### src/design/z80BusPkg.sv
// Shared types, widths and per-kind T-state tables of the bus-cycle engine
// Blocks reference these by scoped name
`default_nettype none

package z80BusPkg;

    localparam int ADDR_W = 16;  // Address bus width
    localparam int DATA_W = 8;   // Data bus width

    // Machine-cycle functions requested by the core
    typedef enum logic [2:0] {
        kFetch,
        kMemRead,
        kMemWrite,
        kIoRead,
        kIoWrite,
        kIntAck
    } cycleKindT;

    // Number of the final T-state of each kind
    function automatic logic [2:0] lastTState(input cycleKindT kind);
        case (kind)
            kMemRead, kMemWrite: return 3'd3;
            kIntAck:             return 3'd6;
            default:             return 3'd4;  // Fetch and both IO kinds
        endcase
    endfunction

    // T-state after which WAIT is sampled
    function automatic logic [2:0] waitTState(input cycleKindT kind);
        case (kind)
            kIoRead, kIoWrite: return 3'd3;
            kIntAck:           return 3'd4;
            default:           return 3'd2;  // Fetch and memory cycles
        endcase
    endfunction

    // Kinds that hand a data byte back to the core
    function automatic logic isReadKind(input cycleKindT kind);
        return (kind == kFetch) || (kind == kMemRead) ||
               (kind == kIoRead) || (kind == kIntAck);
    endfunction

endpackage

`default_nettype wire

### src/design/cycleRequestQueue.sv
// Request FIFO between the core and the T-state sequencer
// Each entry handed on returns one credit to the core
`timescale 1ns/1ps
`default_nettype none

module cycleRequestQueue #(
    parameter int REQ_DEPTH = 4
) (
    input  logic                         lastT,
    input  logic                         rstN,
    input  logic                         reqValid,
    input  z80BusPkg::cycleKindT         reqKind,
    input  logic [z80BusPkg::ADDR_W-1:0] reqAddr,
    input  logic [z80BusPkg::DATA_W-1:0] reqWrData,
    input  logic                         headTake,
    output logic                         headValid,
    output z80BusPkg::cycleKindT         headKind,
    output logic [z80BusPkg::ADDR_W-1:0] headAddr,
    output logic [z80BusPkg::DATA_W-1:0] headWrData,
    output logic                         reqCredit
);

    localparam int PTR_W = (REQ_DEPTH > 1) ? $clog2(REQ_DEPTH) : 1;
    localparam int CNT_W = $clog2(REQ_DEPTH + 1);

    z80BusPkg::cycleKindT         kindMem [REQ_DEPTH];
    logic [z80BusPkg::ADDR_W-1:0] addrMem [REQ_DEPTH];
    logic [z80BusPkg::DATA_W-1:0] dataMem [REQ_DEPTH];

    logic [PTR_W-1:0] wrPtr;
    logic [PTR_W-1:0] rdPtr;
    logic [CNT_W-1:0] count;  // Entries held

    // Circular pointer step, wraps at the depth
    function automatic logic [PTR_W-1:0] nextPtr(input logic [PTR_W-1:0] ptr);
        return (ptr == PTR_W'(REQ_DEPTH - 1)) ? '0 : ptr + 1'b1;
    endfunction

    // Storage
    always_ff @(posedge lastT) begin
        if (reqValid) begin
            kindMem[wrPtr] <= reqKind;
            addrMem[wrPtr] <= reqAddr;
            dataMem[wrPtr] <= reqWrData;
        end
    end

    always_ff @(posedge lastT or negedge rstN) begin
        if (!rstN) begin
            wrPtr     <= '0;
            rdPtr     <= '0;
            count     <= '0;
            reqCredit <= 1'b0;
        end else begin
            if (reqValid) wrPtr <= nextPtr(wrPtr);
            if (headTake) rdPtr <= nextPtr(rdPtr);
            count     <= count + CNT_W'(reqValid) - CNT_W'(headTake);
            reqCredit <= headTake;  // Slot freed, core may send again
        end
    end

    assign headValid  = (count != '0);
    assign headKind   = kindMem[rdPtr];
    assign headAddr   = addrMem[rdPtr];
    assign headWrData = dataMem[rdPtr];

    // A push into a full queue means the core spent a credit it never had
    assert property (@(posedge lastT) disable iff (!rstN)
        reqValid |-> (count != CNT_W'(REQ_DEPTH)));

    // Sequencer only takes an entry that is offered
    assert property (@(posedge lastT) disable iff (!rstN)
        headTake |-> headValid);

endmodule

`default_nettype wire

### src/design/pinControl.sv
// Per-kind decode of the bus strobes and the pad enables and latch controls
// The second half of each T-state is phaseLow, Tw keeps the strobes of the T-state before
`timescale 1ns/1ps
`default_nettype none

module pinControl (
    input  z80BusPkg::cycleKindT curKind,
    input  logic [2:0]           tState,
    input  logic                 phaseLow,
    input  logic                 waitState,
    input  logic                 busGranted,
    output logic                 m1,
    output logic                 mreq,
    output logic                 iorq,
    output logic                 rd,
    output logic                 wr,
    output logic                 rfsh,
    output logic                 busack,
    output logic                 addrPinOe,
    output logic                 ctlPinOe,
    output logic                 dataOutOe,
    output logic                 abWe,
    output logic                 dbWe,
    output logic                 dbPinRe
);

    logic fFetch, fMRead, fMWrite, fIoRead, fIoWrite, fIntAck;
    logic t1, t2, t3, t4, t5, t6;
    logic hi, lo;

    // Function decode
    assign fFetch   = (curKind == z80BusPkg::kFetch);
    assign fMRead   = (curKind == z80BusPkg::kMemRead);
    assign fMWrite  = (curKind == z80BusPkg::kMemWrite);
    assign fIoRead  = (curKind == z80BusPkg::kIoRead);
    assign fIoWrite = (curKind == z80BusPkg::kIoWrite);
    assign fIntAck  = (curKind == z80BusPkg::kIntAck);

    // One-hot T-states, all low while idle
    assign t1 = (tState == 3'd1);
    assign t2 = (tState == 3'd2);
    assign t3 = (tState == 3'd3);
    assign t4 = (tState == 3'd4);
    assign t5 = (tState == 3'd5);
    assign t6 = (tState == 3'd6);

    // Tw behaves as the low half of the sampling T-state
    assign lo = phaseLow | waitState;
    assign hi = !lo;

    // --------------------
    // Bus strobes
    assign m1   = (fFetch & (t1 | t2)) |
                  (fIntAck & (t1 | t2 | t3 | t4));

    assign mreq = (fFetch & ((t1 & lo) | t2 | (t3 & lo) | (t4 & hi))) |  // Read, then refresh
                  ((fMRead | fMWrite) & ((t1 & lo) | t2 | (t3 & hi))) |
                  (fIntAck & ((t5 & lo) | t6));

    assign iorq = ((fIoRead | fIoWrite) & (t2 | t3 | (t4 & hi))) |
                  (fIntAck & ((t3 & lo) | t4));  // Vector read

    assign rd   = (fFetch & ((t1 & lo) | t2)) |
                  (fMRead & ((t1 & lo) | t2 | (t3 & hi))) |
                  (fIoRead & (t2 | t3 | (t4 & hi)));

    assign wr   = (fMWrite & ((t2 & lo) | (t3 & hi))) |  // Data settles for half a T first
                  (fIoWrite & (t2 | t3 | (t4 & hi)));

    assign rfsh = (fFetch & (t3 | t4)) |
                  (fIntAck & (t5 | t6));

    // --------------------
    // Bus release and pad controls
    assign busack    = busGranted;
    assign addrPinOe = !busGranted;
    assign ctlPinOe  = !busGranted;

    // Address latch loads in the T1 high half and holds through refresh
    assign abWe = hi & t1;

    assign dataOutOe = (fMWrite & ((t1 & lo) | t2 | t3)) |
                       (fIoWrite & ((t1 & lo) | t2 | t3 | t4));

    assign dbWe = (fMWrite | fIoWrite) & t1 & hi;  // Write byte into the pad latch

    // Pin data latched at the edge closing the read window, after any Tw
    assign dbPinRe = hi & ((fFetch & t3) | (fMRead & t3) | (fIoRead & t4) | (fIntAck & t5));

    always_comb begin
        assert (!(rd && wr));
    end

endmodule

`default_nettype wire

### src/design/readDataReturn.sv
// Latches read data from the pins and returns it to the core
// Results leave only against credits granted by the consumer
`timescale 1ns/1ps
`default_nettype none

module readDataReturn #(
    parameter int RES_DEPTH = 2
) (
    input  logic                         lastT,
    input  logic                         rstN,
    input  z80BusPkg::cycleKindT         curKind,
    input  logic                         dbPinRe,
    input  logic [z80BusPkg::DATA_W-1:0] dataIn,
    input  logic                         resCredit,
    output logic                         resultSlotFree,
    output logic                         resValid,
    output z80BusPkg::cycleKindT         resKind,
    output logic [z80BusPkg::DATA_W-1:0] resData
);

    localparam int PTR_W = (RES_DEPTH > 1) ? $clog2(RES_DEPTH) : 1;
    localparam int CNT_W = $clog2(RES_DEPTH + 1);

    z80BusPkg::cycleKindT         padKind;  // Kind of the byte in the pad latch
    logic [z80BusPkg::DATA_W-1:0] padData;
    logic                         padFull;  // Latched, not yet buffered

    z80BusPkg::cycleKindT         kindBuf [RES_DEPTH];
    logic [z80BusPkg::DATA_W-1:0] dataBuf [RES_DEPTH];
    logic [PTR_W-1:0]             wrPtr, rdPtr;
    logic [CNT_W-1:0]             count;    // Buffered results
    logic [CNT_W-1:0]             credits;  // Consumer credits on hand
    logic                         send;

    function automatic logic [PTR_W-1:0] nextPtr(input logic [PTR_W-1:0] ptr);
        return (ptr == PTR_W'(RES_DEPTH - 1)) ? '0 : ptr + 1'b1;
    endfunction

    assign send = (count != '0) && (credits != '0);

    // Pad latch counts as taken so a new read never outruns the buffer
    assign resultSlotFree = ({1'b0, count} + (CNT_W + 1)'(padFull)) < (CNT_W + 1)'(RES_DEPTH);

    // Payload path
    always_ff @(posedge lastT) begin
        if (dbPinRe) begin
            padData <= dataIn;
            padKind <= curKind;
        end
        if (padFull) begin
            dataBuf[wrPtr] <= padData;
            kindBuf[wrPtr] <= padKind;
        end
        if (send) begin
            resData <= dataBuf[rdPtr];
            resKind <= kindBuf[rdPtr];
        end
    end

    always_ff @(posedge lastT or negedge rstN) begin
        if (!rstN) begin
            padFull  <= 1'b0;
            wrPtr    <= '0;
            rdPtr    <= '0;
            count    <= '0;
            credits  <= '0;  // Consumer grants all credits
            resValid <= 1'b0;
        end else begin
            padFull  <= dbPinRe;
            resValid <= send;
            if (padFull) wrPtr <= nextPtr(wrPtr);
            if (send) rdPtr <= nextPtr(rdPtr);
            count   <= count + CNT_W'(padFull) - CNT_W'(send);
            credits <= credits + CNT_W'(resCredit) - CNT_W'(send);
        end
    end

    assert property (@(posedge lastT) disable iff (!rstN)
        credits <= CNT_W'(RES_DEPTH));

    // Sequencer honours resultSlotFree, so a buffered byte always finds room
    assert property (@(posedge lastT) disable iff (!rstN)
        padFull |-> (count < CNT_W'(RES_DEPTH)));

endmodule

`default_nettype wire

### src/design/tStateSequencer.sv
// Steps each machine cycle through its T-states, two lastT cycles per T-state
// Adds Tw states from WAIT and hands the bus to an outside master on BUSRQ
`timescale 1ns/1ps
`default_nettype none

module tStateSequencer (
    input  logic                 lastT,
    input  logic                 rstN,
    input  logic                 headValid,
    input  z80BusPkg::cycleKindT headKind,
    output logic                 headTake,
    input  logic                 resultSlotFree,
    input  logic                 waitPin,
    input  logic                 busrqPin,
    output z80BusPkg::cycleKindT curKind,
    output logic [2:0]           tState,
    output logic                 phaseLow,
    output logic                 waitState,
    output logic                 busGranted
);

    logic [2:0] finalT;     // Last T-state of the running kind
    logic [2:0] waitT;      // T-state whose end samples WAIT
    logic       boundary;   // Idle, or low half of the last T-state
    logic       headReady;  // Head may start now

    assign finalT   = z80BusPkg::lastTState(curKind);
    assign waitT    = z80BusPkg::waitTState(curKind);
    assign boundary = (tState == 3'd0) || ((tState == finalT) && phaseLow);

    // Read kinds need a free result slot before they start
    assign headReady = headValid &&
                       (!z80BusPkg::isReadKind(headKind) || resultSlotFree);

    // Start T1 next cycle unless the bus goes to the outside master
    assign headTake = boundary && headReady && !busGranted && !busrqPin;

    // --------------------
    // T-state and phase stepping
    always_ff @(posedge lastT or negedge rstN) begin
        if (!rstN) begin
            curKind    <= z80BusPkg::kFetch;
            tState     <= 3'd0;  // Idle
            phaseLow   <= 1'b0;
            waitState  <= 1'b0;
            busGranted <= 1'b0;
        end else begin
            // BUSRQ sampled at the cycle boundary, held until it drops
            if (busGranted || boundary) busGranted <= busrqPin;

            if (headTake) begin
                curKind   <= headKind;
                tState    <= 3'd1;
                phaseLow  <= 1'b0;
                waitState <= 1'b0;
            end else if (tState != 3'd0) begin
                phaseLow <= !phaseLow;
                if (phaseLow) begin  // End of a T-state
                    if (tState == finalT) begin
                        tState <= 3'd0;
                    end else if ((tState == waitT) && waitPin) begin
                        waitState <= 1'b1;  // Another Tw, tState stays put
                    end else begin
                        waitState <= 1'b0;
                        tState    <= tState + 3'd1;
                    end
                end
            end
        end
    end

    // --------------------
    // Checks
    assert property (@(posedge lastT) disable iff (!rstN)
        tState <= finalT);

    // Bus is never handed over in the middle of a cycle
    assert property (@(posedge lastT) disable iff (!rstN)
        busGranted |-> (tState == 3'd0));

endmodule

`default_nettype wire

### src/design/z80BusUnit.sv
// Top of the bus-cycle engine with queue, sequencer, pin decode and read return
// Holds the address and write data pad latches that drive the pins
`timescale 1ns/1ps
`default_nettype none

module z80BusUnit #(
    parameter int REQ_DEPTH = 4,
    parameter int RES_DEPTH = 2
) (
    input  logic                         lastT,
    input  logic                         rstN,
    // Core request side
    input  logic                         reqValid,
    input  z80BusPkg::cycleKindT         reqKind,
    input  logic [z80BusPkg::ADDR_W-1:0] reqAddr,
    input  logic [z80BusPkg::DATA_W-1:0] reqWrData,
    output logic                         reqCredit,
    // Consumer side
    input  logic                         resCredit,
    output logic                         resValid,
    output z80BusPkg::cycleKindT         resKind,
    output logic [z80BusPkg::DATA_W-1:0] resData,
    // Pins
    output logic                         m1,
    output logic                         mreq,
    output logic                         iorq,
    output logic                         rd,
    output logic                         wr,
    output logic                         rfsh,
    output logic                         busack,
    output logic [z80BusPkg::ADDR_W-1:0] addrPins,
    output logic                         addrPinOe,
    output logic [z80BusPkg::DATA_W-1:0] dataOut,
    output logic                         dataOutOe,
    output logic                         ctlPinOe,
    input  logic [z80BusPkg::DATA_W-1:0] dataIn,
    input  logic                         waitPin,
    input  logic                         busrqPin
);

    logic                         headValid, headTake;
    z80BusPkg::cycleKindT         headKind, curKind;
    logic [z80BusPkg::ADDR_W-1:0] headAddr, curAddr;       // curAddr is the running cycle's
    logic [z80BusPkg::DATA_W-1:0] headWrData, curWrData;
    logic [2:0]                   tState;
    logic                         phaseLow, waitState, busGranted;
    logic                         resultSlotFree;
    logic                         abWe, dbWe, dbPinRe;

    cycleRequestQueue #(.REQ_DEPTH(REQ_DEPTH)) uQueue (.*);

    tStateSequencer uSequencer (.*);

    pinControl uPins (.*);

    readDataReturn #(.RES_DEPTH(RES_DEPTH)) uReturn (.*);

    // --------------------
    // Internal bus values and pad latches
    always_ff @(posedge lastT) begin
        if (headTake) begin  // Head pops here, so keep a copy for the cycle
            curAddr   <= headAddr;
            curWrData <= headWrData;
        end
        if (abWe) addrPins <= curAddr;  // Refresh reuses the request address
        if (dbWe) dataOut <= curWrData;
    end

endmodule

`default_nettype wire

### config.mk
export PLATFORM = sky130hd
export DESIGN_NAME = z80BusUnit
export DESIGN_NICKNAME = d
export VERILOG_FILES = /design/src/design/z80BusPkg.sv /design/src/design/cycleRequestQueue.sv /design/src/design/pinControl.sv /design/src/design/readDataReturn.sv /design/src/design/tStateSequencer.sv /design/src/design/z80BusUnit.sv
export SDC_FILE = /design/constraint.sdc
export NUM_CORES = 1
export LEC_CHECK = 0
export ABC_AREA = 1
export BUFFER_PORTS_ARGS = -buffer_cell sky130_fd_sc_hd__buf_2
export CAP_MARGIN = 5
export CORE_MARGIN = 3
export CORE_UTILIZATION = 60
export DETAILED_ROUTE_END_ITERATION = 8
export GPL_ROUTABILITY_DRIVEN = 0
export GPL_TIMING_DRIVEN = 1
export HOLD_SLACK_MARGIN = 0.12
export PLACE_DENSITY = 0.88
export SETUP_SLACK_MARGIN = 0.1
export SLEW_MARGIN = 30
export SYNTH_ARGS = -nofsm -noshare
export SYNTH_HDL_FRONTEND = slang
export SYNTH_SLANG_ARGS = --single-unit
### constraint.sdc
create_clock -name lastT -period 4.8 [get_ports lastT]
set_clock_uncertainty 0.2 [all_clocks]
set_input_delay 0.48 -clock lastT [delete_from_list [all_inputs] [get_ports lastT]]
set_output_delay 0.48 -clock lastT [all_outputs]
set_load 0.01 [all_outputs]
==> impl_metrics.csv <==
group,metric,value,unit
sta,tns,0,ns
power_and_ir_drop,p_sw,0.00218,W
global_route,grtUsageTotal,21.7,%
power_and_ir_drop,power.total,0.00638,W
setup_path,cp-endpoint,"uQueue.count[2]",
setup_path,critPathKind,"reg2reg",
flow_run,cap_violations,0,
sta,period_share,80.5,%
logic_synthesis,synth_top_family_by_area,"simple AND/OR/NAND/NOR gates",
drt,drc_errors,0,
drt,detail_route.vias_per_cell,5.70,
min_path,hold_path_cells,0,
sta,timing.max_slew.rel_slack,36.4,%
setup_path,cp-startpoint,"uQueue.rdPtr[1]",
logic_synthesis,ys_ff_latch,225,
sta,period_minus_slack,3.86,ns
placement,port_buffers,87,
cts,clock_latency_of_the_later_clocked_register_in_the_worst_skew_pair,0.52,ns
cts,number_of_buffers_created_by_cts,22,
logic_synthesis,yosys.area_share.adder,2.53,%
logic_synthesis,yosys.cell_count.top_type,"sky130_fd_sc_hd__edfxtp_1",
finish,drive_above_1_share,18.7,%
finish,antenna_cells_inserted,0,
drt,route.final.wire_length,17100,µm
power_and_ir_drop,switching_power_as_a_share_of_total_power,34.2,%
floorplan,std_cell_rows,43,
global_route,vias_in_the_first_global_route,5745,
floorplan,floorplan.die.width,126,µm
floorplan,die_height,126,µm
global_route,pin_count_of_the_biggest_net_entering_global_routing,51,
logic_synthesis,synthesis.instances,628,
logic_synthesis,synth_xor_xnor_area_share,0.806,%
logic_synthesis,synth_simple_gate_area_share,9.74,%
drt,detailedRoute.firstPassIterationCount,5,
floorplan,core-area,14000,µm²
logic_synthesis,synth_top_cells_by_area,"sky130_fd_sc_hd__edfxtp_1 69%, sky130_fd_sc_hd__dfrtp_1 7.2%, sky130_fd_sc_hd__nand2_1 4.5%, sky130_fd_sc_hd__o21ai_0 3.2%, sky130_fd_sc_hd__nor2_1 2.8%",
cts,cts.clk_slew.worst_paths,0.06,ns
floorplan,initial_utilization,61.9,%
cts,cts_htree_levels,1,
power_and_ir_drop,cell_internal_pwr,0.00420,W
cts,cts_tree,"yes",
sta,final.hold.worst_slack,0.217,ns
cts,cts_root_buffer,"sky130_fd_sc_hd__clkbuf_16",
logic_synthesis,synthMuxAreaShare,0,%
logic_synthesis,yosys_most_used_dff,"sky130_fd_sc_hd__edfxtp_1",
logic_synthesis,synth.avg_cell_area,13.8,µm²
logic_synthesis,compound_gate_portion_of_the_synthesized_area,7.31,%
logic_synthesis,synth_largest_type_area_fraction,69.1,%
setup_path,worstSetupEndpointType,"flip-flop",
sta,max_freq,0.259,GHz
sta,postLayoutSetupSlackWorst,0.937,ns
sta,slew_viol_final,0,
setup_path,timing.rr.end,"uQueue.count[2]",
setup_path,rr_startpoint,"uQueue.rdPtr[1]",
drt,detail_route.iter0.violations,576,
drt,detail_route.wl_per_cell,17.9,µm
sta,finalHoldViolations,0,
logic_synthesis,netlist.top_cell.by_area,"sky130_fd_sc_hd__edfxtp_1",
setup_path,reg2reg_slack,0.94,ns
placement,detailedPlacementHpwl,9760,µm
setup_path,required,5.00,ns
power_and_ir_drop,peakVddDrop,399,µV
drt,ant_nets,0,
logic_synthesis,synth.cells.most_frequent,"200 x sky130_fd_sc_hd__edfxtp_1, 105 x sky130_fd_sc_hd__nand2_1, 66 x sky130_fd_sc_hd__nor2_1",
logic_synthesis,post_synth_instance_area,8690,µm²
logic_synthesis,synth.net_count,686,
setup_path,crit_path_start_kind,"flip-flop",
setup_path,critical_path_peak_fanout,38,
placement,dp_slack,1.01,ns
sta,setup_viol,0,
finish,finish.net_count,817,
drt,num_vias,5434,
cts,cts.path.max_buffers,3,
global_route,grt_first_pass_wirelength,27600,µm
logic_synthesis,count_of_flip_flops_with_a_built_in_enable_after_synthesis,200,
min_path,hold_path_class,"reg2reg",
logic_synthesis,fraction_of_registers_with_async_set_reset,11.1,%
sta,rsz0062_at_grt,"no",
power_and_ir_drop,power.clock.fraction,24.3,%
global_route,number_of_antenna_violations_at_the_first_check_in_global_routing,0,
power_and_ir_drop,sequential_power_share,45.5,%
cts,post-cts-setup-buffers,0,
floorplan,ioPinCount,88,
logic_synthesis,synth.yosys.warnings,0,
power_and_ir_drop,power.leakage,4.03,nW
cts,clock_sinks,225,
power_and_ir_drop,power.density,619,nW/µm²
outcome,run_status,"finished, final reports clean",
logic_synthesis,synth_cell_type_count,36,
finish,synthToLayoutAreaGrowth,18.7,%
sta,worstMarginPinSlew,0.953,ns
floorplan,fp.dieArea,16000,µm²
global_route,grt.overflow.total,0,
setup_path,cp_data_arrival_time,4.06,ns
logic_synthesis,synth-seq-area-share,76.3,%
setup_path,timing.reg2reg.worst_path_depth,13,
power_and_ir_drop,comb_power_share,30.2,%
## layer usage
| layer | vias to the layer above | global-route usage, % | share of wire (%) |
|---|---|---|---|
| li1 | 2491 | - | - |
| met1 | 2630 | 25.5 | 36 |
| met2 | 257 | 39.3 | 54 |
| met3 | 56 | 4.29 | 6.8 |
| met4 | 0 | 8.58 | 3.0 |
| met5 | - | 0 | 0 |
## cells by family (layout without fill, tap and decap cells)
kind of cell	Yosys count	count (layout)
AO/OA/AOI/OAI	106	106
XOR/XNOR	8	8
adder cells (fa/ha/maj)	17	17
buffers and inverters	67	213
flip-flops	225	225
AND/OR/NAND/NOR	205	205
## power by group through the flow
| stage | Sequential [W] | Clock [W] | Combinational [W] |
|---|---|---|---|
| global placement | 0.00292 | 0 | 0.00172 |
| global route | 0.00294 | 0.00166 | 0.00215 |
| detailed placement | 0.00293 | 0 | 0.00184 |
| CTS | 0.00290 | 0.00157 | 0.00190 |
| floorplan | 0.00293 | 0 | 0.00130 |
| finish | 0.00290 | 0.00155 | 0.00193 |
## layout make-up
cell class                      instances  area, µm²
Fill cell                             828       3730
Timing Repair Buffer                  130        856
Multi-Input combinational cell        336       1780
Sequential cell                       225       6630
Clock buffer                           31        594
Inverter                               44        165
Clock inverter                          8       61.3
Tap cell                              180        225
## repair_timing
action                    in CTS  in global routing
resized for setup              0                  0
hold buffers                  39                  0
hold endpoints to repair     144                  0
## cells in the final DEF (no fill, tap or decap), drive strengths merged, types with 3 or more instances in the layout
cell / instances
edfxtp: 200
buf: 91
nand2: 113
nor3: 3
o21bai: 3
o21ai: 62
dlygate4sd3: 39
clkbuf: 31
nand3: 18
o22ai: 25
nor2: 68
xnor2: 5
o211ai: 5
a21oi: 7
xor2: 3
clkinv: 7
ha: 16
inv: 44
dfrtp: 25
## registers in the layout (all words and copies together) (netlist names), 3 cells and up
name / flops
addrPins: 16
curAddr: 16
curWrData: 8
dataOut: 8
uQueue.addrMem: 64
uQueue.count: 3
uQueue.dataMem: 32
uQueue.kindMem: 12
uReturn.dataBuf: 16
uReturn.kindBuf: 6
uReturn.padData: 8
uReturn.padKind: 3
uReturn.resData: 8
uReturn.resKind: 3
uSequencer.curKind: 3
uSequencer.tState: 3
## how the worst min path moves through the flow
stage | start | endpoint
4_1_cts | curWrData[4] | dataOut[4]
6_report | curAddr[11] | addrPins[11]
2_1_floorplan | rstN | uQueue.count[0]
5_1_grt | curAddr[14] | addrPins[14]
3_5_place_dp | curAddr[15] | addrPins[15]
3_3_place_gp | curAddr[12] | addrPins[12]
## critical path, cell delays in order (launching register included)
cell and delay, ns:
sky130_fd_sc_hd__dfrtp_1 0.36, sky130_fd_sc_hd__buf_4 0.24, sky130_fd_sc_hd__inv_1 0.74, sky130_fd_sc_hd__nand3_1 0.17, sky130_fd_sc_hd__nand2_1 0.14, sky130_fd_sc_hd__a21oi_1 0.08, sky130_fd_sc_hd__nand2_2 0.09, sky130_fd_sc_hd__nand2_4 0.11
sky130_fd_sc_hd__nor2_8 0.60, sky130_fd_sc_hd__ha_1 0.24, sky130_fd_sc_hd__inv_1 0.04, sky130_fd_sc_hd__ha_1 0.18, sky130_fd_sc_hd__fa_1 0.37, sky130_fd_sc_hd__xor2_1 0.17
## metrics by stage
stage | instance area (µm²) | instances | util [%]
5_1_grt | 10300 | 954 | 73.5
4_1_cts | 10300 | 954 | 73.4
6_report | 10300 | 954 | 73.5
3_5_place_dp | 9260 | 876 | 66.0
3_3_place_gp | 9260 | 876 | 66.0
2_1_floorplan | 8690 | 628 | -
No activity file was read; power rests on OpenSTA's default activity.
